--- config.mk ---
export PLATFORM = sky130hd
export DESIGN_NAME = remove_v
export DESIGN_NICKNAME = d
export VERILOG_FILES = /design/src/remove_v_pkg.sv /design/src/ctx_if.sv /design/src/flux_arbiter.sv /design/src/context_store.sv /design/src/remove_v_ctrl.sv /design/src/remove_v.sv
export SDC_FILE = /design/constraint.sdc
export NUM_CORES = 1
export LEC_CHECK = 0
export ABC_CLOCK_PERIOD_IN_PS = 4300
export BUFFER_PORTS_ARGS = -buffer_cell sky130_fd_sc_hd__clkbuf_2
export CORE_MARGIN = 2
export CORE_UTILIZATION = 53
export CTS_BUF_LIST = sky130_fd_sc_hd__clkbuf_2 sky130_fd_sc_hd__clkbuf_4 sky130_fd_sc_hd__clkbuf_8
export DETAILED_ROUTE_END_ITERATION = 8
export PLACE_DENSITY = 0.8
export SYNTH_ARGS = -nofsm -noshare
export SYNTH_HDL_FRONTEND = slang
export SYNTH_SLANG_ARGS = --single-unit
--- constraint.sdc ---
create_clock -name clk -period 4.3 [get_ports clk]
set_input_delay 0.215 -clock clk [delete_from_list [all_inputs] [get_ports clk]]
set_output_delay 0.215 -clock clk [all_outputs]
set_load 0.01 [all_outputs]
--- src/remove_v_pkg.sv ---
// top border removal definitions
package remove_v_pkg;

    // number of pixel streams sharing the engine
    localparam int FLUX_COUNT = 2;

    // flux number carried in the output word
    localparam int TAG_W = $clog2(FLUX_COUNT);

    // pixel and size widths
    localparam int PEL_W = 8;
    localparam int SIZE_W = 7;

    // output word is {tag, pixel}
    localparam int OUT_W = TAG_W + PEL_W;

    // rows removed at the top of every frame
    localparam int DROP_ROWS = 7;

    // per-flux phase codes
    localparam int PHASE_W = 2;
    localparam int PH_IDLE = 0;
    localparam int PH_DROP = 1;
    localparam int PH_WORK = 2;

endpackage

--- src/ctx_if.sv ---
// per-flux context bus
`timescale 1ns/1ps

interface ctx_if import remove_v_pkg::*; ();

    // flux being operated on this cycle
    logic [TAG_W-1:0]  sel_tag;
    logic              op_valid;

    // stored context of the selected flux
    logic [SIZE_W-1:0] cnt_h;
    logic [SIZE_W-1:0] cnt_v;
    logic [SIZE_W-1:0] max_h;
    logic [SIZE_W-1:0] max_v;

    // update values, written at the next edge
    logic [SIZE_W-1:0] cnt_h_next;
    logic [SIZE_W-1:0] cnt_v_next;
    logic [SIZE_W-1:0] max_h_next;
    logic [SIZE_W-1:0] max_v_next;
    logic              cnt_we;
    logic              max_we;

    modport store
    (
        input  sel_tag, op_valid,
        input  cnt_h_next, cnt_v_next, max_h_next, max_v_next, cnt_we, max_we,
        output cnt_h, cnt_v, max_h, max_v
    );

    modport ctrl
    (
        output sel_tag, op_valid,
        output cnt_h_next, cnt_v_next, max_h_next, max_v_next, cnt_we, max_we,
        input  cnt_h, cnt_v, max_h, max_v
    );

endinterface

--- src/flux_arbiter.sv ---
// fixed priority flux arbiter
`timescale 1ns/1ps

module flux_arbiter import remove_v_pkg::*;
(
    input  logic [FLUX_COUNT-1:0][PHASE_W-1:0] phase,
    input  logic [FLUX_COUNT-1:0]              pel_empty,
    input  logic [FLUX_COUNT-1:0]              ext_size_empty,
    input  logic [FLUX_COUNT-1:0]              real_size_empty,
    input  logic [FLUX_COUNT-1:0]              out_full,
    output logic                               grant_valid,
    output logic [TAG_W-1:0]                   grant_tag
);

    logic [FLUX_COUNT-1:0] eligible;

    always_comb
    begin
        for (int i = 0; i < FLUX_COUNT; i++)
        begin
            // idle flux needs both sizes of its next frame
            // dropping flux only needs a pixel
            // working flux also needs room at the output
            eligible[i] =
                (phase[i] == PHASE_W'(PH_IDLE) && !ext_size_empty[i] && !real_size_empty[i])
                || (phase[i] == PHASE_W'(PH_DROP) && !pel_empty[i])
                || (phase[i] == PHASE_W'(PH_WORK) && !pel_empty[i] && !out_full[i]);
        end

        // walk down so the lowest index is kept
        grant_valid = 1'b0;
        grant_tag = '0;
        for (int i = FLUX_COUNT - 1; i >= 0; i--)
        begin
            if (eligible[i])
            begin
                grant_valid = 1'b1;
                grant_tag = TAG_W'(i);
            end
        end
    end

endmodule

--- src/context_store.sv ---
// per-flux frame context registers
`timescale 1ns/1ps

module context_store import remove_v_pkg::*;
(
    input  logic  clk,
    input  logic  rst,
    ctx_if.store  ctx
);

    // column and row counters
    logic [SIZE_W-1:0] cnt_h_q [FLUX_COUNT];
    logic [SIZE_W-1:0] cnt_v_q [FLUX_COUNT];

    // frame width and height loaded at frame start
    logic [SIZE_W-1:0] max_h_q [FLUX_COUNT];
    logic [SIZE_W-1:0] max_v_q [FLUX_COUNT];

    // combinational read of the selected flux
    assign ctx.cnt_h = cnt_h_q[ctx.sel_tag];
    assign ctx.cnt_v = cnt_v_q[ctx.sel_tag];
    assign ctx.max_h = max_h_q[ctx.sel_tag];
    assign ctx.max_v = max_v_q[ctx.sel_tag];

    always_ff @(posedge clk)
    begin
        if (rst)
        begin
            for (int i = 0; i < FLUX_COUNT; i++)
            begin
                cnt_h_q[i] <= '0;
                cnt_v_q[i] <= '0;
                max_h_q[i] <= '0;
                max_v_q[i] <= '0;
            end
        end
        else if (ctx.op_valid)
        begin
            // both counters move together
            if (ctx.cnt_we)
            begin
                cnt_h_q[ctx.sel_tag] <= ctx.cnt_h_next;
                cnt_v_q[ctx.sel_tag] <= ctx.cnt_v_next;
            end

            // sizes only change at frame start
            if (ctx.max_we)
            begin
                max_h_q[ctx.sel_tag] <= ctx.max_h_next;
                max_v_q[ctx.sel_tag] <= ctx.max_v_next;
            end
        end
    end

    // control must never request an update without an operation
    a_write_needs_op: assert property (
        @(posedge clk) disable iff (rst)
        (ctx.cnt_we || ctx.max_we) |-> ctx.op_valid
    ) else $error("context write on flux %0d without op_valid", ctx.sel_tag);

    // a size load must leave the selected flux with counters at zero
    a_load_from_clear: assert property (
        @(posedge clk) disable iff (rst)
        (ctx.op_valid && ctx.max_we) |-> (ctx.cnt_h == '0 && ctx.cnt_v == '0)
    ) else $error("size load on flux %0d with cnt_h=%h cnt_v=%h",
                  ctx.sel_tag, ctx.cnt_h, ctx.cnt_v);

endmodule

--- src/remove_v_ctrl.sv ---
// border removal control
`timescale 1ns/1ps

module remove_v_ctrl import remove_v_pkg::*;
(
    input  logic                               clk,
    input  logic                               rst,
    input  logic                               grant_valid,
    input  logic [TAG_W-1:0]                   grant_tag,
    input  logic [FLUX_COUNT-1:0][PEL_W-1:0]   pel_data,
    input  logic [FLUX_COUNT-1:0][SIZE_W-1:0]  ext_size_data,
    input  logic [FLUX_COUNT-1:0][SIZE_W-1:0]  real_size_data,
    output logic [FLUX_COUNT-1:0][PHASE_W-1:0] phase,
    output logic [FLUX_COUNT-1:0]              pel_read,
    output logic [FLUX_COUNT-1:0]              ext_size_read,
    output logic [FLUX_COUNT-1:0]              real_size_read,
    output logic [OUT_W-1:0]                   out_data,
    output logic                               out_write,
    ctx_if.ctrl                                ctx
);

    logic               active;
    logic [PHASE_W-1:0] cur_phase;
    logic [PHASE_W-1:0] phase_next;
    logic [SIZE_W-1:0]  h_last;
    logic [SIZE_W-1:0]  v_last;
    logic               row_end;
    logic               rd_pel;
    logic               rd_sizes;
    logic               wr_out;

    // no FIFO word is consumed while the phases are held in reset
    assign active = grant_valid && !rst;

    assign ctx.sel_tag = grant_tag;
    assign ctx.op_valid = active;
    assign ctx.max_h_next = real_size_data[grant_tag];
    assign ctx.max_v_next = ext_size_data[grant_tag];

    always_comb
    begin
        cur_phase = phase[grant_tag];
        h_last = ctx.max_h - SIZE_W'(1);
        v_last = ctx.max_v - SIZE_W'(1);
        row_end = (ctx.cnt_h >= h_last);

        rd_pel = 1'b0;
        rd_sizes = 1'b0;
        wr_out = 1'b0;
        phase_next = cur_phase;
        ctx.cnt_h_next = ctx.cnt_h;
        ctx.cnt_v_next = ctx.cnt_v;
        ctx.cnt_we = 1'b0;
        ctx.max_we = 1'b0;

        if (active)
        begin
            case (cur_phase)
                PHASE_W'(PH_IDLE):
                begin
                    // frame start takes height and width together
                    rd_sizes = 1'b1;
                    ctx.max_we = 1'b1;
                    phase_next = PHASE_W'(PH_DROP);
                end
                PHASE_W'(PH_DROP):
                begin
                    rd_pel = 1'b1;
                    ctx.cnt_we = 1'b1;
                    if (!row_end)
                    begin
                        ctx.cnt_h_next = ctx.cnt_h + SIZE_W'(1);
                    end
                    else
                    begin
                        ctx.cnt_h_next = '0;
                        ctx.cnt_v_next = ctx.cnt_v + SIZE_W'(1);
                        // last dropped row done
                        if (ctx.cnt_v >= SIZE_W'(DROP_ROWS - 1))
                        begin
                            phase_next = PHASE_W'(PH_WORK);
                        end
                    end
                end
                PHASE_W'(PH_WORK):
                begin
                    rd_pel = 1'b1;
                    wr_out = 1'b1;
                    ctx.cnt_we = 1'b1;
                    if (!row_end)
                    begin
                        ctx.cnt_h_next = ctx.cnt_h + SIZE_W'(1);
                    end
                    else if (ctx.cnt_v < v_last)
                    begin
                        ctx.cnt_h_next = '0;
                        ctx.cnt_v_next = ctx.cnt_v + SIZE_W'(1);
                    end
                    else
                    begin
                        // last pixel of the frame returns to idle
                        ctx.cnt_h_next = '0;
                        ctx.cnt_v_next = '0;
                        phase_next = PHASE_W'(PH_IDLE);
                    end
                end
                default:
                begin
                    phase_next = PHASE_W'(PH_IDLE);
                end
            endcase
        end
    end

    // strobes go only to the granted flux
    always_comb
    begin
        pel_read = '0;
        ext_size_read = '0;
        real_size_read = '0;
        pel_read[grant_tag] = rd_pel;
        ext_size_read[grant_tag] = rd_sizes;
        real_size_read[grant_tag] = rd_sizes;
    end

    // pixel passes straight through with its flux number on top
    assign out_data = {grant_tag, pel_data[grant_tag]};
    assign out_write = wr_out;

    always_ff @(posedge clk)
    begin
        if (rst)
        begin
            for (int i = 0; i < FLUX_COUNT; i++)
            begin
                phase[i] <= PHASE_W'(PH_IDLE);
            end
        end
        else if (active)
        begin
            phase[grant_tag] <= phase_next;
        end
    end

    // a working flux always sits in the kept rows of its frame
    a_work_in_kept_rows: assert property (
        @(posedge clk) disable iff (rst)
        (active && cur_phase == PHASE_W'(PH_WORK))
            |-> (ctx.cnt_v >= SIZE_W'(DROP_ROWS) && ctx.cnt_v < ctx.max_v)
    ) else $error("flux %0d working on row %h of height %h",
                  grant_tag, ctx.cnt_v, ctx.max_v);

endmodule

--- src/remove_v.sv ---
// top border removal engine
`timescale 1ns/1ps

module remove_v import remove_v_pkg::*;
(
    input  logic                              clk,
    input  logic                              rst,

    // pixel input FIFOs
    input  logic [FLUX_COUNT-1:0]             pel_empty,
    input  logic [FLUX_COUNT-1:0][PEL_W-1:0]  pel_data,
    output logic [FLUX_COUNT-1:0]             pel_read,

    // frame height FIFOs
    input  logic [FLUX_COUNT-1:0]             ext_size_empty,
    input  logic [FLUX_COUNT-1:0][SIZE_W-1:0] ext_size_data,
    output logic [FLUX_COUNT-1:0]             ext_size_read,

    // frame width FIFOs
    input  logic [FLUX_COUNT-1:0]             real_size_empty,
    input  logic [FLUX_COUNT-1:0][SIZE_W-1:0] real_size_data,
    output logic [FLUX_COUNT-1:0]             real_size_read,

    // shared output FIFO with one full flag per flux
    input  logic [FLUX_COUNT-1:0]             out_full,
    output logic [OUT_W-1:0]                  out_data,
    output logic                              out_write
);

    logic [FLUX_COUNT-1:0][PHASE_W-1:0] phase;
    logic                               grant_valid;
    logic [TAG_W-1:0]                   grant_tag;

    ctx_if ctx_bus ();

    flux_arbiter flux_arbiter_i
    (
        .phase           (phase),
        .pel_empty       (pel_empty),
        .ext_size_empty  (ext_size_empty),
        .real_size_empty (real_size_empty),
        .out_full        (out_full),
        .grant_valid     (grant_valid),
        .grant_tag       (grant_tag)
    );

    context_store context_store_i
    (
        .clk (clk),
        .rst (rst),
        .ctx (ctx_bus.store)
    );

    remove_v_ctrl remove_v_ctrl_i
    (
        .clk            (clk),
        .rst            (rst),
        .grant_valid    (grant_valid),
        .grant_tag      (grant_tag),
        .pel_data       (pel_data),
        .ext_size_data  (ext_size_data),
        .real_size_data (real_size_data),
        .phase          (phase),
        .pel_read       (pel_read),
        .ext_size_read  (ext_size_read),
        .real_size_read (real_size_read),
        .out_data       (out_data),
        .out_write      (out_write),
        .ctx            (ctx_bus.ctrl)
    );

endmodule

---- After elaboration in Yosys (flattened, before gate mapping) ----
Memory sizes are Yosys's and may differ from the RTL's.
Cells that the tools add are included.
cells by class
  bitwise gates (word level) .............. 2
  equality and inequality tests ........... 6
  $add $sub $neg .......................... 4
  magnitude comparators ................... 5
  reductions and logical operators ........ 33
  muxes and demuxes ....................... 58
operators by type and width
  kind                   number
  $mux W7                15
  $mux W1                28
  $reduce_or A7 Y1       4
  $mux W2                8
  $mux W8                2
  $add A7 B1 Y7 const B  2
  $pmux W7 S2            1
  $sub A7 B1 Y7 const B  2
  $logic_and A1 B1 Y1    12
  $logic_not A1 Y1       9
  $ge A7 B3 Y1 const B   1
  $ge A7 B7 Y1           1
  $lt A7 B7 Y1           1
  $eq A2 B1 Y1 const B   3
  $eq A2 B2 Y1 const B   3
  $logic_not A2 Y1       3
  $pmux W2 S3            1
  $and A2 B2 Y2          2
  $bwmux W4              1
  $logic_or A1 B1 Y1     4
  $demux W2 S1           1
  $lt A1 B2 Y1 const B   1
  $reduce_or A2 Y1       1
  $demux W1 S1           1
  $ge A1 B1 Y1 const B   1
word-level totals
  bits of input ports ..................... 54
  memories ................................ 4
  output and inout port bits .............. 16
  memory bits (writable) .................. 56
  logic and storage cells ................. 114
  bits in registers ....................... 4
memories
  memory                   words  width  rd ports  clocked after memory_dff  write ports  line                 RTL
  context_store_i.cnt_h_q  2      7      1         0                         2            context_store.sv:12  logic [SIZE_W-1:0] cnt_h_q [FLUX_COUNT];
  context_store_i.cnt_v_q  2      7      1         0                         2            context_store.sv:13  logic [SIZE_W-1:0] cnt_v_q [FLUX_COUNT];
  context_store_i.max_h_q  2      7      1         0                         2            context_store.sv:16  logic [SIZE_W-1:0] max_h_q [FLUX_COUNT];
  context_store_i.max_v_q  2      7      1         0                         2            context_store.sv:17  logic [SIZE_W-1:0] max_v_q [FLUX_COUNT];

---- Logic depth before layout (Yosys ltp) ----
Gate-level depths: netlist of the first run.
  depth in word-level cells ............... 19
  mapped depth ............................ 20
  mapped depth without buffers ............ 16

---- By module ----
From an unflattened synthesis of the first run, not the netlist that was laid out.
unflattened totals
  cell total of the unflattened synthesis .. 362
  area, all modules ....................... 4147.7 um2
modules (own cells, without submodules)
  module         cells an instance  area an instance (um2)  instances
  context_store  163                2625.0                  1
  remove_v_ctrl  189                1455.1                  1
  flux_arbiter   10                 67.6                    1

---- Worst setup path before layout of the first run ----
OpenSTA, ideal clock, no wires.
  path kind ............................... reg2reg
  start ................................... register remove_v_ctrl_i.phase[0] (netlist name)
  end ..................................... memory context_store_i.cnt_v_q[0][5] (data pin)
  buffers on the path ..................... 4
  required time ........................... 4.045 ns
  data arrival time ....................... 4.005 ns
  period minus slack after synthesis ...... 4.259 ns
  setup slack ............................. 0.041 ns
  stages on the path, launching flop included .. 21
  cells stage by stage .................... dfxtp_1 > or4b_4 > and3_4 > buf_6 > nand2_4 > buf_6 > buf_6 > buf_2 > mux2i_1 > ha_1 > o21ai_1 > o21bai_1 > xnor2_1 > ha_1 > nand4_1 > nor2_1 > o2111ai_2 > a31oi_2 > o221ai_1 > xnor2_1 > and2_1
RTL lines
  what                               line                  RTL
  from (decl)                        remove_v_ctrl.sv:13   output logic [FLUX_COUNT-1:0][PHASE_W-1:0] phase,
  from (signal, indexed assignment)  remove_v_ctrl.sv:136  phase[i] <= PHASE_W'(PH_IDLE);
  from (signal, indexed assignment)  remove_v_ctrl.sv:141  phase[grant_tag] <= phase_next;
  to (decl)                          context_store.sv:13

==> results of run 1 <==
==> through the flow <==
step                setup slack (ns)  cell area [µm²]  std cells
floorplan                     0.0405             4110        419
global placement               0.220             4540        581
detailed placement             0.132             4540        581
CTS                            0.115             4690        596
global route                 0.00236             4720        596
finish                         0.158             4720        596
==> how the worst min path moves through the flow <==
stage                                    end  slack [ns]                startpoint
6_report       context_store_i.max_h_q[1][5]        0.14        real_size_data[12]
5_1_grt        context_store_i.max_h_q[1][6]        0.14        real_size_data[13]
4_1_cts        context_store_i.max_h_q[1][5]        0.13        real_size_data[12]
3_5_place_dp   context_store_i.max_h_q[1][1]        0.49         real_size_data[8]
3_3_place_gp        remove_v_ctrl_i.phase[3]        0.48  remove_v_ctrl_i.phase[3]
2_1_floorplan  context_store_i.max_h_q[0][0]        0.41         real_size_data[0]
==> sequential cells by signal, summed over array words and instances, names as in the netlist <==
register	flops
context_store_i.cnt_h_q	14
context_store_i.cnt_v_q	14
context_store_i.max_h_q	14
context_store_i.max_v_q	14
remove_v_ctrl_i.phase	4
==> cells in the mapped netlist, types with 9 or more instances <==
library cell / instances
mux2i_1: 14
xnor2_1: 13
ha_1: 20
and2_1: 36
inv_1: 9
nor3_1: 15
nor2_1: 34
xor2_1: 10
nand2_1: 83
edfxtp_1: 56
==> logic make-up (layout without fill, tap and decap cells) <==
family	count (synthesis)	count (layout)	share of synthesized area, %
mux	15	15	3.74
compound gates	51	51	10.4
xor+xnor	23	23	4.90
flops	60	60	42.9
buf+inv	27	102	3.53
simple gates	223	223	28.5
fa+ha+maj	20	20	6.09
==> worst register-to-register path: cells and delay by family, from the launching register on <==
| family | cells | cell delay, ns |
|---|---|---|
| muxes | 1 | 0.10 |
| and+or+nand+nor | 9 | 2.28 |
| adders and majority gates | 1 | 0.30 |
| DFF | 1 | 0.36 |
| xor gates and xnor gates | 1 | 0.17 |
| AOI/OAI and AO/OA | 3 | 0.71 |
| buffers and inverters | 1 | 0.09 |
==> layer usage <==
metal  vias up  share of wire, %
li1       1633                 -
met1      1524                42
met2       122                49
met3        16               6.7
met4         0               2.0
met5         -                 0
==> power by group through the flow <==
stage | sequential [mW] | clock [mW] | combinational, mW
detailed placement | 0.794 | 0 | 0.919
CTS | 0.783 | 0.429 | 0.924
global route | 0.794 | 0.450 | 1.05
finish | 0.784 | 0.427 | 0.944
floorplan | 0.777 | 0 | 0.708
global placement | 0.790 | 0 | 0.889
==> final cells by class <==
cell class / instances / share of cell area, %
multi-input cells: 332 / 47.1
flip-flops and latches: 60 / 37.4
repair buffers: 77 / 8.68
clock buffers: 11 / 2.95
well taps: 102 / 2.71
inverters: 10 / 0.849
clock inverters: 4 / 0.371
==> impl_metrics.ini, run 1 <==
[status]
status = completed

[worst_setup_path]
rrSetupSlack_ns = 0.16
reg2reg_from = remove_v_ctrl_i.phase[0]
crit_path_top_delay_cell = or4_4
worstPathRequired_ns = 4.52
reg2reg_to = context_store_i.cnt_v_q[0][3]
critical_path.startpoint = remove_v_ctrl_i.phase[0]
cp_data_arrival_time_ns = 4.36
crit_cells = 16
max_stage_delay_ns = 0.54
critPathLaunchType = flop
crit_path_end = context_store_i.cnt_v_q[0][3]
worstPathBufferInverterCount = 1
endpoint_kind = flop
path_cells = or4_4, and3_4, nand2_4, inv_4, or3_4, a211oi_2, xor2_1, mux2i_1, ha_1, nand4_1, nor3_1, a2111oi_1, or3b_4, o211ai_4, and2_4, and2_1
path_delay_family = simple AND/OR/NAND/NOR gates
cp_max_fo = 9
path_class = flop to flop
reg2reg_depth = 16

[logic_synthesis]
synth_top_area_share_pct = 40.9
synth_nets = 493
synth_edf_count = 56
synth_warnings = 0
avgSynthCellArea_um2 = 9.81
synthesis.instances = 419
async_flop_share_pct = 0
ys_ff_latch = 60
synth_ff_type = edfxtp_1
ys_seq_area_share_pct = 42.9
syn_area_um2 = 4110
synth.area.top_cells = edfxtp_1 (41%), nand2_1 (7.6%), ha_1 (6.1%)
yosysTopAreaCell = edfxtp_1
synth.distinct_cells = 68

[clocking]
cts_buffers = 9
htree_levels = 3
cts-root-buf = clkbuf_8
clk_pin_slew_ns = 0.07
cts_sinks = 60
cts_tree = yes
post-cts-setup-buffer-count = 0
ctsLongestPathBuffers = 2
clk_latency_ns = 0.35
cts-resized-gates = 0
holdBufCountCts = 0

[cells_and_area]
diodes = 0
regArea_um2 = 1760
multiInputGateArea_um2 = 2220
finish.net_count = 564
drive_above_1_share_pct = 24.5
final_common_cell = nand2_1
final_core_util_pct = 62.0
final_cell_mix = nand2_1 (82), clkbuf_2 (69), edfxtp_1 (56)
fillers = 646
area_delta_synth_final_pct = 14.7

[global_routing]
met3_usage_pct = 3.86
grt_max_degree = 36
grt_usage_pct = 22.7
grt_pass1_wl_um = 15000
overflow = 0
antenna_found_initial = 0
grtUsageMet1_pct = 27.4
grt_use_met2_pct = 39.3
grt_pass1_vias = 3206
grt-busiest-layer = met2

[sta]
maxSlewViolCount = 0
slew_headroom_pct = 48.5
setup_viol = 0
fmax_ghz = 0.241
hold_viol = 0
rsz0062_at_grt = false
period_minus_slack_ns = 4.14
worst_pin_slew_ns = 0.773
fin_skew_ns = 0.0104
whs_ns = 0.143
min_period_over_period_pct = 96.3
fin_tns_setup_ns = 0

[pwr]
swShare_pct = 38.7
p_comb_share_pct = 43.8
internal_power_mw = 1.32
p_sw_uw = 833
static-leakage-power_nw = 2.08
totalPowerFinal_mw = 2.15
power_frac_seq_pct = 36.4
p_per_area_nw_per_um2 = 457
power_frac_clock_pct = 19.8
vdd_drop_max_v = 0.000290

[floorplan]
start_util_pct = 54.0
core_um2 = 7610
row_count = 32
die_h_um = 92.1
die-area_um2 = 8480
ios = 70
fp.dieW_um = 92.1

[route]
drc = 0
routedWlPerCell_um = 15.0
num_vias = 3295
drt-pass1-iter-count = 5
wl_um = 8930
first_iter_violations = 311
antenna_left = 0
vias_per_cell = 5.53

[min_path]
min_path_cells = 2
hold_path.class = input pin to flop

[placed_design]
portBuffers = 69
gp_congestion = 0.913
dp_hpwl_um = 6860

[run]
drv_cap = 0
Power figures use the tool's default switching activity.
==> inputs of run 2 (changes only) <==
--- a/config.mk
+++ b/config.mk
@@ -8,10 +8,10 @@
 export ABC_CLOCK_PERIOD_IN_PS = 4300
 export BUFFER_PORTS_ARGS = -buffer_cell sky130_fd_sc_hd__clkbuf_2
 export CORE_MARGIN = 2
-export CORE_UTILIZATION = 53
+export CORE_UTILIZATION = 35
 export CTS_BUF_LIST = sky130_fd_sc_hd__clkbuf_2 sky130_fd_sc_hd__clkbuf_4 sky130_fd_sc_hd__clkbuf_8
 export DETAILED_ROUTE_END_ITERATION = 8
-export PLACE_DENSITY = 0.8
+export PLACE_DENSITY = 0.57
 export SYNTH_ARGS = -nofsm -noshare
 export SYNTH_HDL_FRONTEND = slang
 export SYNTH_SLANG_ARGS = --single-unit
==> impl_metrics.ini, run 2 (synthesized netlist as in run 1, its figures left out) <==
[route]
antenna_left = 0
drt-pass1-iter-count = 6
vias_per_cell = 5.12
wl_um = 9500
first_iter_violations = 161
drc = 0
num_vias = 3274
routedWlPerCell_um = 14.8

[global_routing]
antenna_found_initial = 0
overflow = 0
grt_usage_pct = 15.7
grt_pass1_wl_um = 16100
grt_pass1_vias = 3365
grt_max_degree = 36

[clocking]
holdBufCountCts = 0
clk_pin_slew_ns = 0.07
clk_latency_ns = 0.35
ctsLongestPathBuffers = 2
cts-resized-gates = 0
cts_sinks = 60
cts_buffers = 9
htree_levels = 3
post-cts-setup-buffer-count = 0
cts-root-buf = clkbuf_8
cts_tree = yes

[sta]
whs_ns = 0.142
fin_skew_ns = 0.00972
hold_viol = 0
setup_viol = 0
min_period_over_period_pct = 94.8
period_minus_slack_ns = 4.08
maxSlewViolCount = 0
slew_headroom_pct = 46.3
worst_pin_slew_ns = 0.805
fin_tns_setup_ns = 0
fmax_ghz = 0.245
rsz0062_at_grt = true

[cells_and_area]
final_common_cell = nand2_1
drive_above_1_share_pct = 24.9
area_delta_synth_final_pct = 17.5
final_cell_mix = nand2_1 (82), clkbuf_2 (69), edfxtp_1 (56)
finish.net_count = 567
diodes = 0

[pwr]
p_comb_share_pct = 41.7
static-leakage-power_nw = 2.11
p_per_area_nw_per_um2 = 472
power_frac_seq_pct = 34.5
internal_power_mw = 1.43
swShare_pct = 37.2
p_sw_uw = 848
vdd_drop_max_v = 0.000240
power_frac_clock_pct = 23.8

[status]
status = completed

[worst_setup_path]
cp_data_arrival_time_ns = 4.29
endpoint_kind = flop
critPathLaunchType = flop
worstPathRequired_ns = 4.51
path_class = flop to flop
cp_max_fo = 9

[placed_design]
dp_hpwl_um = 7350
portBuffers = 69
gp_congestion = 0.828

[floorplan]
start_util_pct = 36.0
die-area_um2 = 12600
ios = 70
fp.dieW_um = 112
die_h_um = 112
row_count = 39
core_um2 = 11400

[min_path]
hold_path.class = input pin to flop

[run]
drv_cap = 0
-- run 2: worst paths after layout --
path                            startpoint                       endpoint  slack [ns]  cells after the start
setup / recovery  remove_v_ctrl_i.phase[1]  context_store_i.cnt_v_q[0][3]        0.22                     16
hold / removal            ext_size_data[0]  context_store_i.max_v_q[0][0]        0.14                      2
setup reg to reg  remove_v_ctrl_i.phase[1]  context_store_i.cnt_v_q[0][3]        0.22                     16
hold reg to reg   remove_v_ctrl_i.phase[3]       remove_v_ctrl_i.phase[3]        0.51                      2
-- run 2: cell type report --
class	count	area, µm²
fill	1150	6590
multi-input combinational	332	2210
sequential	60	1760
timing repair buffer	80	428
tap	143	179
clock buffer	9	124
clock inverter	6	80.1
inverter	10	40.0
-- run 2: metal layers --
metal | track usage, % | up-vias | part of all wire (%)
met5 | 0 | - | 0
met4 | 7.56 | 0 | 2.4
met3 | 2.54 | 19 | 5.1
met2 | 25.0 | 113 | 45
met1 | 20.8 | 1509 | 47
li1 | - | 1633 | -
-- run 2: worst max-delay path, cell delays in order (launching register included) --
cell       delay [ns]
dfxtp_1          0.34
or4_4            0.55
and3_4           0.22
nand2_4          0.12
inv_4            0.08
or3_4            0.35
a211oi_2         0.24
xor2_1           0.16
mux2i_1          0.09
ha_1             0.29
nand4_1          0.12
nor3_1           0.07
a2111oi_0        0.32
or3b_4           0.45
o211ai_4         0.15
and2_4           0.23
and2_1           0.14
-- run 2: power by group through the flow --
stage | logic [mW] | clock network [mW] | registers, mW
after detailed placement | 0.946 | 0 | 0.797
final | 0.951 | 0.543 | 0.786
after floorplan | 0.708 | 0 | 0.777
after global routing | 1.07 | 0.575 | 0.795
after global placement | 0.928 | 0 | 0.793
after CTS | 0.951 | 0.555 | 0.785
-- run 2: through the flow --
stage,instance area [µm²],cells,total power [mW],setup slack [ns],utilization (%)
floorplan,4110,419,1.48,0.0405,-
global placement,4610,625,1.72,0.219,40.4
detailed placement,4610,625,1.74,0.157,40.4
CTS,4810,640,2.29,0.127,42.2
global route,4830,640,2.44,0.0101,42.3
finish,4830,640,2.28,0.223,42.3
==> inputs of run 3 (changes only) <==
--- a/config.mk
+++ b/config.mk
@@ -7,11 +7,14 @@
 export LEC_CHECK = 0
 export ABC_CLOCK_PERIOD_IN_PS = 4300
 export BUFFER_PORTS_ARGS = -buffer_cell sky130_fd_sc_hd__clkbuf_2
+export CAP_MARGIN = 10
+export CELL_PAD_IN_SITES_DETAIL_PLACEMENT = 1
+export CELL_PAD_IN_SITES_GLOBAL_PLACEMENT = 1
 export CORE_MARGIN = 2
 export CORE_UTILIZATION = 35
 export CTS_BUF_LIST = sky130_fd_sc_hd__clkbuf_2 sky130_fd_sc_hd__clkbuf_4 sky130_fd_sc_hd__clkbuf_8
 export DETAILED_ROUTE_END_ITERATION = 8
-export PLACE_DENSITY = 0.57
+export PLACE_DENSITY = 0.7
 export SYNTH_ARGS = -nofsm -noshare
 export SYNTH_HDL_FRONTEND = slang
 export SYNTH_SLANG_ARGS = --single-unit
==> impl_metrics.ini, run 3 (synthesized netlist as in run 1, its figures left out) <==
[sta]
fmax_ghz = 0.245
setup_viol = 0
maxSlewViolCount = 0
fin_skew_ns = 0.0102
slew_headroom_pct = 72.0
rsz0062_at_grt = false
min_period_over_period_pct = 95.0
hold_viol = 0
setup_ws_ns = 0.214
worst_pin_slew_ns = 0.416
fin_tns_setup_ns = 0
period_minus_slack_ns = 4.09

[floorplan]
die-area_um2 = 12600
start_util_pct = 36.0
core_um2 = 11400
row_count = 39
ios = 70
fp.dieW_um = 112
die_h_um = 112

[pwr]
totalPowerFinal_mw = 2.32
vdd_drop_max_v = 0.000202
p_per_area_nw_per_um2 = 475
static-leakage-power_nw = 2.13

[global_routing]
overflow = 0
grt_max_degree = 31
grt_usage_pct = 17.0
grt_pass1_vias = 3509
antenna_found_initial = 0
grt_pass1_wl_um = 17100

[worst_setup_path]
endpoint_kind = flop
cp_max_fo = 13
reg2reg_to = context_store_i.cnt_v_q[0][2]
rrSetupSlack_ns = 0.21
crit_path_end = context_store_i.cnt_v_q[0][2]
reg2reg_from = remove_v_ctrl_i.phase[1]
critical_path.startpoint = remove_v_ctrl_i.phase[1]
path_class = flop to flop
critPathLaunchType = flop
reg2reg_depth = 16
cp_data_arrival_time_ns = 4.29
worstPathRequired_ns = 4.50

[placed_design]
gp_congestion = 0.828
place_ws_ns = 0.112
portBuffers = 69
dp_hpwl_um = 8350

[clocking]
htree_levels = 3
cts_tree = yes
holdBufCountCts = 0
post-cts-setup-buffer-count = 0
clk_latency_ns = 0.34
cts_buffers = 9
cts-resized-gates = 0
clk_pin_slew_ns = 0.07
cts_sinks = 60
ctsLongestPathBuffers = 2
cts-root-buf = clkbuf_8

[route]
wl_um = 10400
drt-pass1-iter-count = 5
drc = 0
antenna_left = 0
vias_per_cell = 5.14
num_vias = 3307
first_iter_violations = 93
routedWlPerCell_um = 16.1

[status]
status = completed

[cells_and_area]
area_delta_synth_final_pct = 18.8
final_cell_mix = nand2_1 (82), clkbuf_2 (69), edfxtp_1 (56)
diodes = 0
finish.net_count = 569
final_common_cell = nand2_1
drive_above_1_share_pct = 26.2

[min_path]
hold_path.class = input pin to flop

[run]
drv_cap = 0
## run 3: worst min path at each step
stage	start	endpoint	slack, ns	cells after the start
after CTS	real_size_data[4]	context_store_i.max_h_q[0][4]	0.14	2
after global routing	real_size_data[5]	context_store_i.max_h_q[0][5]	0.13	2
after detailed placement	ext_size_data[2]	context_store_i.max_v_q[0][2]	0.50	2
after floorplan	real_size_data[0]	context_store_i.max_h_q[0][0]	0.41	1
after global placement	ext_size_data[12]	context_store_i.max_v_q[1][5]	0.49	2
final	real_size_data[4]	context_store_i.max_h_q[0][4]	0.15	2
## run 3: stage by stage
stage | hold slack [ns] | utilization, % | cells | instance area [µm²]
6_report | 0.147 | 42.8 | 643 | 4880
5_1_grt | 0.133 | 42.8 | 643 | 4880
4_1_cts | 0.140 | 42.4 | 643 | 4840
3_5_place_dp | 0.496 | 40.5 | 627 | 4620
3_3_place_gp | 0.492 | 40.5 | 627 | 4620
2_1_floorplan | 0.413 | - | 419 | 4110
## run 3: area by class of cell
class | count | area, µm²
Timing Repair Buffer | 82 | 443
Multi-Input combinational cell | 332 | 2240
Clock buffer | 15 | 188
Clock inverter | 1 | 30.0
Tap cell | 143 | 179
Fill cell | 1338 | 6540
Sequential cell | 60 | 1760
Inverter | 10 | 37.5
## run 3: where the power goes
group | total (mW) | switching (mW) | leakage [nW] | internal, mW
Clock | 0.553 | 0.217 | 0.114 | 0.335
Sequential | 0.785 | 0.0580 | 0.615 | 0.727
Combinational | 0.984 | 0.587 | 1.40 | 0.397
Total | 2.32 | 0.862 | 2.13 | 1.46
## run 3: per-layer routing
| layer | GRT usage, % | vias up | part of all wire, % |
|---|---|---|---|
| met2 | 30.6 | 90 | 50 |
| met3 | 2.59 | 12 | 4.4 |
| li1 | - | 1637 | - |
| met4 | 5.53 | 0 | 1.4 |
| met1 | 21.0 | 1568 | 44 |
| met5 | 0 | - | 0 |
## run 3: critical path: stages, from the launching register on
cell and delay (ns):
dfxtp_1 0.34, or4_4 0.55, and3_4 0.22, nand2_8 0.12, inv_2 0.06, or3_4 0.36
a211oi_4 0.26, xor2_1 0.18, mux2i_1 0.10, ha_1 0.29, nand4_1 0.13, nor3_1 0.07
a2111oi_0 0.30, or3b_4 0.45, o211ai_4 0.15, and2_4 0.21, and2_1 0.13
